===== src/hw/ddr_test_defines.svh =====
`ifndef DDR_TEST_DEFINES_SVH
`define DDR_TEST_DEFINES_SVH

`define DDR_DATA_W 32      // one user-port data beat
`define DDR_ADDR_W 30      // user-port address
`define REG_ADDR_W 4       // host register address

`define REG_CTRL      4'd0 // bit 0 active, bit 1 clear_fail
`define REG_INCR      4'd1
`define REG_STOP      4'd2
`define REG_STATUS    4'd3
`define REG_ERR_ADDR  4'd4
`define REG_RD_BUSY   4'd5
`define REG_RD_IDLE   4'd6
`define REG_WR_BUSY   4'd7
`define REG_WR_IDLE   4'd8
`define REG_MAX_STALL 4'd9 // rd in [15:0], wr in [31:16]

`endif


===== src/hw/ddr_test_pkg.sv =====
`include "ddr_test_defines.svh"

package ddr_test_pkg;

   typedef enum logic [2:0] {
      APP_CMD_WRITE = 3'b000,
      APP_CMD_READ  = 3'b001
   } app_cmd_e;

   typedef struct packed {
      logic                   en;
      app_cmd_e               cmd;
      logic [`DDR_ADDR_W-1:0] addr;
   } app_req_t;

   typedef struct packed {
      logic                   wren;
      logic                   last;       // second beat of a burst
      logic [`DDR_DATA_W-1:0] data;
   } app_wdata_t;

   typedef struct packed {
      logic                   rdy;        // command accept
      logic                   wdf_rdy;    // write data accept
      logic                   rd_valid;
      logic                   rd_end;     // last beat of a read burst
      logic [`DDR_DATA_W-1:0] rd_data;
   } app_rsp_t;

   typedef struct packed {
      logic                   active;
      logic                   clear_fail; // single-cycle pulse
      logic [7:0]             incr;
      logic [`DDR_ADDR_W-1:0] stop;
   } test_cfg_t;

   typedef struct packed {
      logic                   pass;
      logic                   fail;
      logic [15:0]            iteration;
      logic [7:0]             errors;     // saturates at 255
      logic [`DDR_ADDR_W-1:0] error_addr;
   } test_status_t;

   typedef struct packed {
      logic [31:0]            busy;
      logic [31:0]            idle;
      logic [15:0]            max_stall;
   } dir_stats_t;

endpackage


===== src/hw/ddr_test_regs.sv =====
`timescale 1ns/1ps
`include "ddr_test_defines.svh"

module ddr_test_regs (
   input  logic                       clk,
   input  logic                       reset,
   input  logic                       req,
   input  logic                       we,
   input  logic [`REG_ADDR_W-1:0]     addr,
   input  logic [31:0]                wdata,
   output logic                       ack,
   output logic [31:0]                rdata,
   output ddr_test_pkg::test_cfg_t    cfg,
   input  ddr_test_pkg::test_status_t status,
   input  ddr_test_pkg::dir_stats_t   rd_stats,
   input  ddr_test_pkg::dir_stats_t   wr_stats
);

   logic        access;   // req seen, ack not yet raised
   logic [31:0] read_mux;

   assign access = req && !ack;

   always_ff @(posedge clk) begin
      if (reset) begin
         ack            <= 1'b0;
         cfg.active     <= 1'b0;
         cfg.clear_fail <= 1'b0;
         cfg.incr       <= 8'd1;
         cfg.stop       <= '0;
      end else begin
         ack            <= req;   // rises and falls one cycle behind req
         cfg.clear_fail <= access && we && (addr == `REG_CTRL) && wdata[1];
         if (access && we) begin
            case (addr)
               `REG_CTRL: cfg.active <= wdata[0];
               `REG_INCR: cfg.incr   <= wdata[7:0];
               `REG_STOP: cfg.stop   <= wdata[`DDR_ADDR_W-1:0];
               default: ;             // remaining offsets are read only
            endcase
         end
      end
   end

   always_comb begin
      case (addr)
         `REG_CTRL:      read_mux = {31'd0, cfg.active};
         `REG_INCR:      read_mux = {24'd0, cfg.incr};
         `REG_STOP:      read_mux = {{(32-`DDR_ADDR_W){1'b0}}, cfg.stop};
         `REG_STATUS:    read_mux = {status.iteration, status.errors, 6'd0,
                                     status.fail, status.pass};
         `REG_ERR_ADDR:  read_mux = {{(32-`DDR_ADDR_W){1'b0}}, status.error_addr};
         `REG_RD_BUSY:   read_mux = rd_stats.busy;
         `REG_RD_IDLE:   read_mux = rd_stats.idle;
         `REG_WR_BUSY:   read_mux = wr_stats.busy;
         `REG_WR_IDLE:   read_mux = wr_stats.idle;
         `REG_MAX_STALL: read_mux = {wr_stats.max_stall, rd_stats.max_stall};
         default:        read_mux = 32'd0;
      endcase
   end

   // captured with the rising ack, stays put until the next access
   always_ff @(posedge clk) begin
      if (access) begin
         rdata <= read_mux;
      end
   end

endmodule


===== src/hw/pattern_lfsr.sv =====
`timescale 1ns/1ps

module pattern_lfsr (
   input  logic        clk,
   input  logic        reset,
   input  logic        seed,
   input  logic        advance,
   input  logic [15:0] iteration,
   output logic [31:0] value
);

   logic feedback;

   // taps 31, 21, 1, 0
   assign feedback = value[31] ^ value[21] ^ value[1] ^ value[0];

   always_ff @(posedge clk) begin
      if (reset) begin
         value <= 32'd0;
      end else if (seed) begin
         value <= {iteration, ~iteration};   // never all zero
      end else if (advance) begin
         value <= {value[30:0], feedback};   // one step per data beat
      end
   end

endmodule


===== src/hw/ddr_rw_sequencer.sv =====
`timescale 1ns/1ps
`include "ddr_test_defines.svh"

module ddr_rw_sequencer (
   input  logic                     clk,
   input  logic                     reset,
   input  ddr_test_pkg::test_cfg_t  cfg,
   input  logic                     calib_done,
   input  ddr_test_pkg::app_rsp_t   rsp,
   input  logic [31:0]              pattern,
   input  logic                     verify_done,
   output ddr_test_pkg::app_req_t   req,
   output ddr_test_pkg::app_wdata_t wdata,
   output logic                     seed,
   output logic                     advance,
   output logic [15:0]              iteration,
   output logic                     pass,
   input  logic                     fail,
   output logic                     reading,
   output logic                     writing,
   output logic                     restart
);

   import ddr_test_pkg::*;

   localparam int ADDR_W = `DDR_ADDR_W;

   typedef enum logic [2:0] {
      S_IDLE,
      S_WRITE_CMD,    // command plus first beat
      S_WRITE_LAST,   // second beat
      S_READ_START,
      S_READ_CMD,
      S_WAIT_READS,
      S_RELOAD
   } state_e;

   state_e            state;
   state_e            next_state;
   logic [ADDR_W-1:0] cmd_addr;
   logic              active_q;
   logic              cmd_sent;      // command half of S_WRITE_CMD already taken
   logic              beat_sent;     // data half of S_WRITE_CMD already taken
   logic              cmd_ok;
   logic              beat_ok;
   logic              at_stop;
   logic              clear_addr;
   logic              step_addr;
   logic              next_iteration;

   assign at_stop = (cmd_addr == cfg.stop);
   assign restart = cfg.active && !active_q;
   assign writing = (state == S_WRITE_CMD) || (state == S_WRITE_LAST);
   assign reading = (state == S_READ_START) || (state == S_READ_CMD) ||
                    (state == S_WAIT_READS);
   assign cmd_ok  = cmd_sent || rsp.rdy;
   assign beat_ok = beat_sent || rsp.wdf_rdy;

   always_comb begin
      next_state     = state;
      req.en         = 1'b0;
      req.cmd        = writing ? APP_CMD_WRITE : APP_CMD_READ;
      req.addr       = cmd_addr;
      wdata.wren     = 1'b0;
      wdata.last     = 1'b0;
      wdata.data     = pattern ^ 32'(cmd_addr);
      seed           = 1'b0;
      advance        = 1'b0;
      clear_addr     = 1'b0;
      step_addr      = 1'b0;
      next_iteration = 1'b0;
      case (state)
         S_IDLE: begin
            if (cfg.active && calib_done && rsp.rdy && rsp.wdf_rdy) begin
               seed       = 1'b1;
               clear_addr = 1'b1;
               next_state = S_WRITE_CMD;
            end
         end
         S_WRITE_CMD: begin
            req.en     = !cmd_sent;
            wdata.wren = !beat_sent;
            advance    = !beat_sent && rsp.wdf_rdy;
            if (cmd_ok && beat_ok) begin
               next_state = S_WRITE_LAST;
            end
         end
         S_WRITE_LAST: begin
            wdata.wren = 1'b1;
            wdata.last = 1'b1;
            if (rsp.wdf_rdy) begin
               advance = 1'b1;
               if (!cfg.active) begin
                  next_state = S_IDLE;
               end else if (at_stop) begin
                  clear_addr = 1'b1;
                  next_state = S_READ_START;
               end else begin
                  step_addr  = 1'b1;
                  next_state = S_WRITE_CMD;
               end
            end
         end
         S_READ_START: begin
            seed       = 1'b1;      // replay the pattern of this iteration
            next_state = cfg.active ? S_READ_CMD : S_IDLE;
         end
         S_READ_CMD: begin
            req.en = 1'b1;
            if (rsp.rdy) begin
               if (!cfg.active) begin
                  next_state = S_IDLE;
               end else if (at_stop) begin
                  next_state = S_WAIT_READS;
               end else begin
                  step_addr = 1'b1;
               end
            end
         end
         S_WAIT_READS: begin
            if (!cfg.active) begin
               next_state = S_IDLE;
            end else if (verify_done) begin
               clear_addr     = 1'b1;
               next_iteration = 1'b1;
               next_state     = S_RELOAD;
            end
         end
         S_RELOAD: begin
            seed       = 1'b1;      // iteration already stepped here
            next_state = cfg.active ? S_WRITE_CMD : S_IDLE;
         end
         default: next_state = S_IDLE;
      endcase
   end

   always_ff @(posedge clk) begin
      if (reset) begin
         state     <= S_IDLE;
         cmd_addr  <= '0;
         iteration <= 16'd0;
         pass      <= 1'b0;
         active_q  <= 1'b0;
         cmd_sent  <= 1'b0;
         beat_sent <= 1'b0;
      end else begin
         state    <= next_state;
         active_q <= cfg.active;
         if (clear_addr) begin
            cmd_addr <= '0;
         end else if (step_addr) begin
            cmd_addr <= cmd_addr + ADDR_W'(cfg.incr);
         end
         if (state == S_IDLE) begin
            iteration <= 16'd0;
         end else if (next_iteration) begin
            iteration <= iteration + 16'd1;
         end
         if (!cfg.active || cfg.clear_fail || fail) begin
            pass <= 1'b0;
         end else if (next_iteration) begin
            pass <= 1'b1;
         end
         if ((state == S_WRITE_CMD) && (next_state == S_WRITE_CMD)) begin
            cmd_sent  <= cmd_ok;
            beat_sent <= beat_ok;
         end else begin
            cmd_sent  <= 1'b0;
            beat_sent <= 1'b0;
         end
      end
   end

endmodule


===== src/hw/read_checker.sv =====
`timescale 1ns/1ps
`include "ddr_test_defines.svh"

module read_checker (
   input  logic                    clk,
   input  logic                    reset,
   input  ddr_test_pkg::test_cfg_t cfg,
   input  ddr_test_pkg::app_rsp_t  rsp,
   input  logic                    reading,
   input  logic [31:0]             pattern,
   input  logic                    restart,
   output logic                    advance,
   output logic                    verify_done,
   output logic                    fail,
   output logic [7:0]              errors,
   output logic [`DDR_ADDR_W-1:0]  error_addr
);

   localparam int ADDR_W = `DDR_ADDR_W;

   logic [ADDR_W-1:0] verify_addr;   // address of the burst now returning
   logic [31:0]       expected;
   logic              beat_valid;
   logic              last_burst;

   assign expected   = pattern ^ 32'(verify_addr);
   assign beat_valid = reading && rsp.rd_valid;
   assign last_burst = reading && (verify_addr == cfg.stop);
   assign advance    = beat_valid;

   always_ff @(posedge clk) begin
      if (reset) begin
         verify_addr <= '0;
         verify_done <= 1'b0;
         fail        <= 1'b0;
         errors      <= 8'd0;
         error_addr  <= '0;
      end else begin
         // one cycle late so fail already covers the final beat
         verify_done <= beat_valid && rsp.rd_end && last_burst;
         if (restart) begin
            verify_addr <= '0;
         end else if (rsp.rd_valid && rsp.rd_end) begin
            verify_addr <= last_burst ? '0 : verify_addr + ADDR_W'(cfg.incr);
         end
         if (cfg.clear_fail) begin
            fail       <= 1'b0;
            errors     <= 8'd0;
            error_addr <= '0;
         end else if (beat_valid && (rsp.rd_data != expected)) begin
            fail <= 1'b1;
            if (errors == 8'd0) begin
               error_addr <= verify_addr;   // first failure only
            end
            if (errors != 8'hff) begin
               errors <= errors + 8'd1;
            end
         end
      end
   end

endmodule


===== src/hw/ddr_traffic_stats.sv =====
`timescale 1ns/1ps

module ddr_traffic_stats (
   input  logic                     clk,
   input  logic                     reset,
   input  logic                     restart,
   input  logic                     phase,
   input  logic                     beat,
   output ddr_test_pkg::dir_stats_t stats
);

   logic [15:0] stall_run;    // idle cycles since the last beat
   logic [15:0] stall_next;

   assign stall_next = (stall_run == 16'hffff) ? stall_run : stall_run + 16'd1;

   always_ff @(posedge clk) begin
      if (reset || restart) begin
         stats.busy      <= 32'd0;
         stats.idle      <= 32'd0;
         stats.max_stall <= 16'd0;
         stall_run       <= 16'd0;
      end else if (phase) begin
         if (beat) begin
            if (stats.busy != 32'hffff_ffff) begin
               stats.busy <= stats.busy + 32'd1;
            end
            stall_run <= 16'd0;
         end else begin
            if (stats.idle != 32'hffff_ffff) begin
               stats.idle <= stats.idle + 32'd1;
            end
            stall_run <= stall_next;
            if (stall_next > stats.max_stall) begin
               stats.max_stall <= stall_next;
            end
         end
      end else begin
         stall_run <= 16'd0;    // a stall never spans two phases
      end
   end

endmodule


===== src/hw/ddr_test_top.sv =====
`timescale 1ns/1ps
`include "ddr_test_defines.svh"

module ddr_test_top (
   input  logic                     clk,
   input  logic                     reset,
   input  logic                     req,
   input  logic                     we,
   input  logic [`REG_ADDR_W-1:0]   addr,
   input  logic [31:0]              wdata,
   output logic                     ack,
   output logic [31:0]              rdata,
   input  logic                     calib_done,
   output ddr_test_pkg::app_req_t   app_req,
   output ddr_test_pkg::app_wdata_t app_wdata,
   input  ddr_test_pkg::app_rsp_t   app_rsp
);

   import ddr_test_pkg::*;

   test_cfg_t              cfg;
   test_status_t           status;
   dir_stats_t             rd_stats;
   dir_stats_t             wr_stats;
   logic [31:0]            pattern;
   logic [15:0]            iteration;
   logic [7:0]             errors;
   logic [`DDR_ADDR_W-1:0] error_addr;
   logic                   seed;
   logic                   seq_advance;
   logic                   chk_advance;
   logic                   verify_done;
   logic                   pass;
   logic                   fail;
   logic                   reading;
   logic                   writing;
   logic                   restart;
   logic                   wr_beat;

   assign status = '{pass: pass, fail: fail, iteration: iteration,
                     errors: errors, error_addr: error_addr};
   assign wr_beat = app_wdata.wren && app_rsp.wdf_rdy;   // accepted write beat

   ddr_test_regs i_regs (
      .clk(clk), .reset(reset), .req(req), .we(we), .addr(addr), .wdata(wdata),
      .ack(ack), .rdata(rdata), .cfg(cfg), .status(status),
      .rd_stats(rd_stats), .wr_stats(wr_stats)
   );

   ddr_rw_sequencer i_sequencer (
      .clk(clk), .reset(reset), .cfg(cfg), .calib_done(calib_done), .rsp(app_rsp),
      .pattern(pattern), .verify_done(verify_done), .req(app_req), .wdata(app_wdata),
      .seed(seed), .advance(seq_advance), .iteration(iteration), .pass(pass),
      .fail(fail), .reading(reading), .writing(writing), .restart(restart)
   );

   read_checker i_checker (
      .clk(clk), .reset(reset), .cfg(cfg), .rsp(app_rsp), .reading(reading),
      .pattern(pattern), .restart(restart), .advance(chk_advance),
      .verify_done(verify_done), .fail(fail), .errors(errors), .error_addr(error_addr)
   );

   // write and read phases never overlap
   pattern_lfsr i_lfsr (
      .clk(clk), .reset(reset), .seed(seed), .advance(seq_advance | chk_advance),
      .iteration(iteration), .value(pattern)
   );

   ddr_traffic_stats i_rd_stats (
      .clk(clk), .reset(reset), .restart(restart), .phase(reading),
      .beat(app_rsp.rd_valid), .stats(rd_stats)
   );

   ddr_traffic_stats i_wr_stats (
      .clk(clk), .reset(reset), .restart(restart), .phase(writing),
      .beat(wr_beat), .stats(wr_stats)
   );

endmodule


===== config.mk =====
export PLATFORM = sky130hd
export DESIGN_NAME = ddr_test_top
export DESIGN_NICKNAME = d
export VERILOG_FILES = /design/src/hw/ddr_test_pkg.sv /design/src/hw/ddr_test_regs.sv /design/src/hw/pattern_lfsr.sv /design/src/hw/ddr_rw_sequencer.sv /design/src/hw/read_checker.sv /design/src/hw/ddr_traffic_stats.sv /design/src/hw/ddr_test_top.sv
export VERILOG_INCLUDE_DIRS = /design/src /design/src/hw
export SDC_FILE = /design/constraint.sdc
export NUM_CORES = 1
export LEC_CHECK = 0
export BUFFER_PORTS_ARGS = -buffer_cell sky130_fd_sc_hd__buf_2
export CORE_UTILIZATION = 45
export CTS_BUF_LIST = sky130_fd_sc_hd__clkbuf_2 sky130_fd_sc_hd__clkbuf_4 sky130_fd_sc_hd__clkbuf_8
export DETAILED_ROUTE_END_ITERATION = 16
export PLACE_DENSITY_LB_ADDON = 0.05
export SLEW_MARGIN = 40
export SYNTH_ARGS = -nofsm -noshare
export SYNTH_HDL_FRONTEND = slang
export SYNTH_SLANG_ARGS = --single-unit
export TNS_END_PERCENT = 100

===== constraint.sdc =====
create_clock -name clk -period 4.1 [get_ports clk]
set_input_delay 0.82 -clock clk [delete_from_list [all_inputs] [get_ports clk]]
set_output_delay 0.82 -clock clk [all_outputs]
set_load 0.03 [all_outputs]

==> reports/results.tsv <==
stage	metric	value	unit
status	outcome	completed	
floorplanning	ios	178	
detailed_routing	avgViaCountPerCell	5.805	
final_layout	drive_gt1_share	15.14	%
clock_tree	numCtsBuffers	77	
clock_tree	cts_max_level	3	
yosys	synth_cells	2494	
final_layout	final_nets	2790	
timing	fin_setup_tns	0	ps
yosys	ys_seq_area_share	40.06	%
clock_tree	clock_path_buffers	3	
final_layout	diodes	0	
detailed_routing	wl_per_cell	21.66	um
yosys	yosysWarnings	0	
yosys	ys_ff_latch	420	
timing	fin_hold_ws	394.1	ps
detailed_routing	drtIter0Drc	1484	
detailed_routing	drt_wl_total	72110	um
detailed_routing	wl_met3	4836	um
timing	finClkSkew	40.03	ps
detailed_routing	highest_layer	met5	
yosys	async_flop_share	0	%
clock_tree	insertion_delay	670	ps
worst_setup_path	endpoint_kind	flop	
worst_setup_path	critPathRequiredTime	4660	ps
place	gp_congestion	0.9837	
detailed_routing	drcViolationCount	0	
final_layout	final_common_cell	dfxtp_1	
timing	hold_violations	0	
timing	setup_slack	267.4	ps
detailed_routing	ant_nets	0	
place	dp_slack	326.4	ps
power	powerDensity	353.5	mW/mm2
global_route	track_usage	28.96	%
power	vdd_drop_max	203.2	uV
detailed_routing	drt_first_pass_iters	6	
clock_tree	cts_resized	0	
worst_hold_path	hp-class	in2reg	
run	drv_cap	0	
clock_tree	clk_pin_slew	60	ps
clock_tree	cts_tree	built	
floorplanning	die_h	222.0	um
timing	rsz0062_at_grt	no	
yosys	syn_area_per_cell	8.736	um2
detailed_routing	routed-wl-met2	32870	um
place	dp_hpwl	53960	um
place	port_buffers	173	
yosys	synthesis.area	0.02179	mm2
timing	min_period	3833	ps
timing	finalSetupViolCount	0	
timing	clock.fmax	260.9	MHz
detailed_routing	via_count	19330	
global_route	grt_pass1_wl	109000	um
power	p_leak	10.36	nW
clock_tree	cts_num_sinks	420	
floorplanning	die_width	222.0	um
final_layout	fillers	4466	
worst_setup_path	worstSetupStartpointType	flop	
timing	drv_slew	0	
global_route	antenna_found_initial	2	
clock_tree	post_cts_buffers	0	
worst_setup_path	crit_type	reg2reg	
worst_setup_path	crit_path_max_fanout	32	
global_route	grt_pass1_vias	18100	
floorplanning	num_rows	80	
detailed_routing	met1_length	31800	um
floorplanning	dieArea	0.04930	mm2
yosys	synthFlopType	dfxtp_1	
floorplanning	start_util	45.63	%
global_route	grt_max_degree	87	
timing	fin_crit_sh	93.48	%
clock_tree	cts_hold_buf	0	
timing	worst_pin_slew	871.8	ps
yosys	synthDistinctLibCells	73	
worst_setup_path	cp.arrival	4390	ps
final_layout	area_delta_synth_final	15.39	%
final_layout	mostFrequentLayoutCells	dfxtp_1, nor2_1, xor2_1	
final_layout	finish.utilization	52.65	%
yosys	synth_edf_count	32	
clock_tree	root_buffer	clkbuf_8	
timing	slew_headroom	41.88	%
global_route	grt_overflow_total	0	
floorplanning	coreArea	0.04775	mm2
==> through the flow <==
step | instances | total power, mW | cell area (um2)
after floorplan | 2495 | 4.412 | 21790
after global placement | 3188 | 4.540 | 23340
after detailed placement | 3190 | 4.543 | 23380
after CTS | 3329 | 8.968 | 25110
after global routing | 3329 | 9.169 | 25140
final | 3329 | 8.886 | 25140
==> final cells by class <==
| cell class | count | area (um2) | share of cell area (%) |
|---|---|---|---|
| multi-input cells | 1874 | 12420 | 49.39 |
| flip-flops and latches | 420 | 8728 | 34.72 |
| clock buffers | 130 | 1627 | 6.470 |
| repair buffers | 221 | 1279 | 5.087 |
| well taps | 615 | 769.5 | 3.061 |
| inverters | 60 | 225.2 | 0.8959 |
| clock inverters | 9 | 95.09 | 0.3783 |
==> final timing paths <==
check                                        startpoint               endpoint  slack (ps)  cells past startpoint
worst min-delay path                          wdata[23]         i_regs.cfg[23]         390                      3
worst max-delay path            i_wr_stats.stall_run[0]    i_wr_stats.stats[8]         270                     16
worst min register to register     i_sequencer.cmd_sent  i_sequencer.beat_sent         480                      1
worst max register to register  i_wr_stats.stall_run[0]    i_wr_stats.stats[8]         270                     16
==> sequential cells by signal (all words and copies together), names as in the netlist, 3 cells and up <==
| register | cells |
|---|---|
| i_lfsr.value | 32 |
| i_sequencer.state | 3 |
| i_wr_stats.stall_run | 16 |
| i_sequencer.cmd_addr | 30 |
| i_regs.rdata | 32 |
| i_rd_stats.stats | 80 |
| i_wr_stats.stats | 80 |
| i_sequencer.iteration | 16 |
| i_checker.errors | 8 |
| i_rd_stats.stall_run | 16 |
| i_checker.verify_addr | 30 |
| i_regs.cfg | 40 |
| i_checker.error_addr | 30 |
==> layer usage <==
layer | up-vias | GRT usage, %
li1 | 9198 | -
met1 | 9277 | 38.69
met2 | 719 | 46.52
met3 | 127 | 4.254
met4 | 4 | 12.37
met5 | - | 0
==> critical path, cell delays in order (launching register included) <==
cell and delay [ps]:
dfxtp_1 380, ha_1 220, nand3_1 150, nor4_1 320, and3_1 390, buf_4 230, nor4_1 70, xor2_1 250
ha_1 290, a21o_1 160, a21oi_1 140, a2bb2oi_1 180, a21oi_1 130, o311ai_4 330, buf_12 220, nor2_1 60
a211oi_1 230
==> logic make-up after synthesis <==
logic type / after synthesis / share of synthesized area (%)
adders and majority gates: 59 / 3.457
muxes: 66 / 3.136
AOI/OAI and AO/OA: 386 / 11.82
other: 1 / 0.01721
and+or+nand+nor: 1033 / 23.37
buffers and inverters: 201 / 3.630
DFF: 420 / 40.06
xor gates and xnor gates: 328 / 14.51
==> cell usage after synthesis, types with 27 or more instances <==
cell type | number | area share (%)
nand4_1 | 115 | 3.3
and3_1 | 58 | 1.7
a211oi_1 | 27 | 0.93
nor4_1 | 31 | 0.89
a21oi_1 | 111 | 2.5
or3_1 | 27 | 0.78
mux2i_1 | 48 | 2.2
nor2_1 | 334 | 5.8
inv_1 | 60 | 1.0
xnor2_1 | 93 | 3.7
o21ai_0 | 43 | 0.99
dfxtp_1 | 388 | 36
xor2_1 | 214 | 8.6
nor3_1 | 43 | 0.99
edfxtp_1 | 32 | 4.4
a22oi_1 | 121 | 4.2
nor2b_1 | 35 | 1.0
and4_1 | 32 | 1.3
ha_1 | 57 | 3.3
nand3_1 | 111 | 2.5
clkbuf_1 | 116 | 2.0
nand2_1 | 198 | 3.4
==> power breakdown <==
| part | leakage, nW | switching, mW | internal, mW |
|---|---|---|---|
| logic | 5.99 | 0.206 | 0.0853 |
| registers | 3.44 | 0.0151 | 4.15 |
| clock network | 0.923 | 1.82 | 2.61 |
| total | 10.4 | 2.04 | 6.85 |
Note: power is estimated with default switching activity, not from simulation.
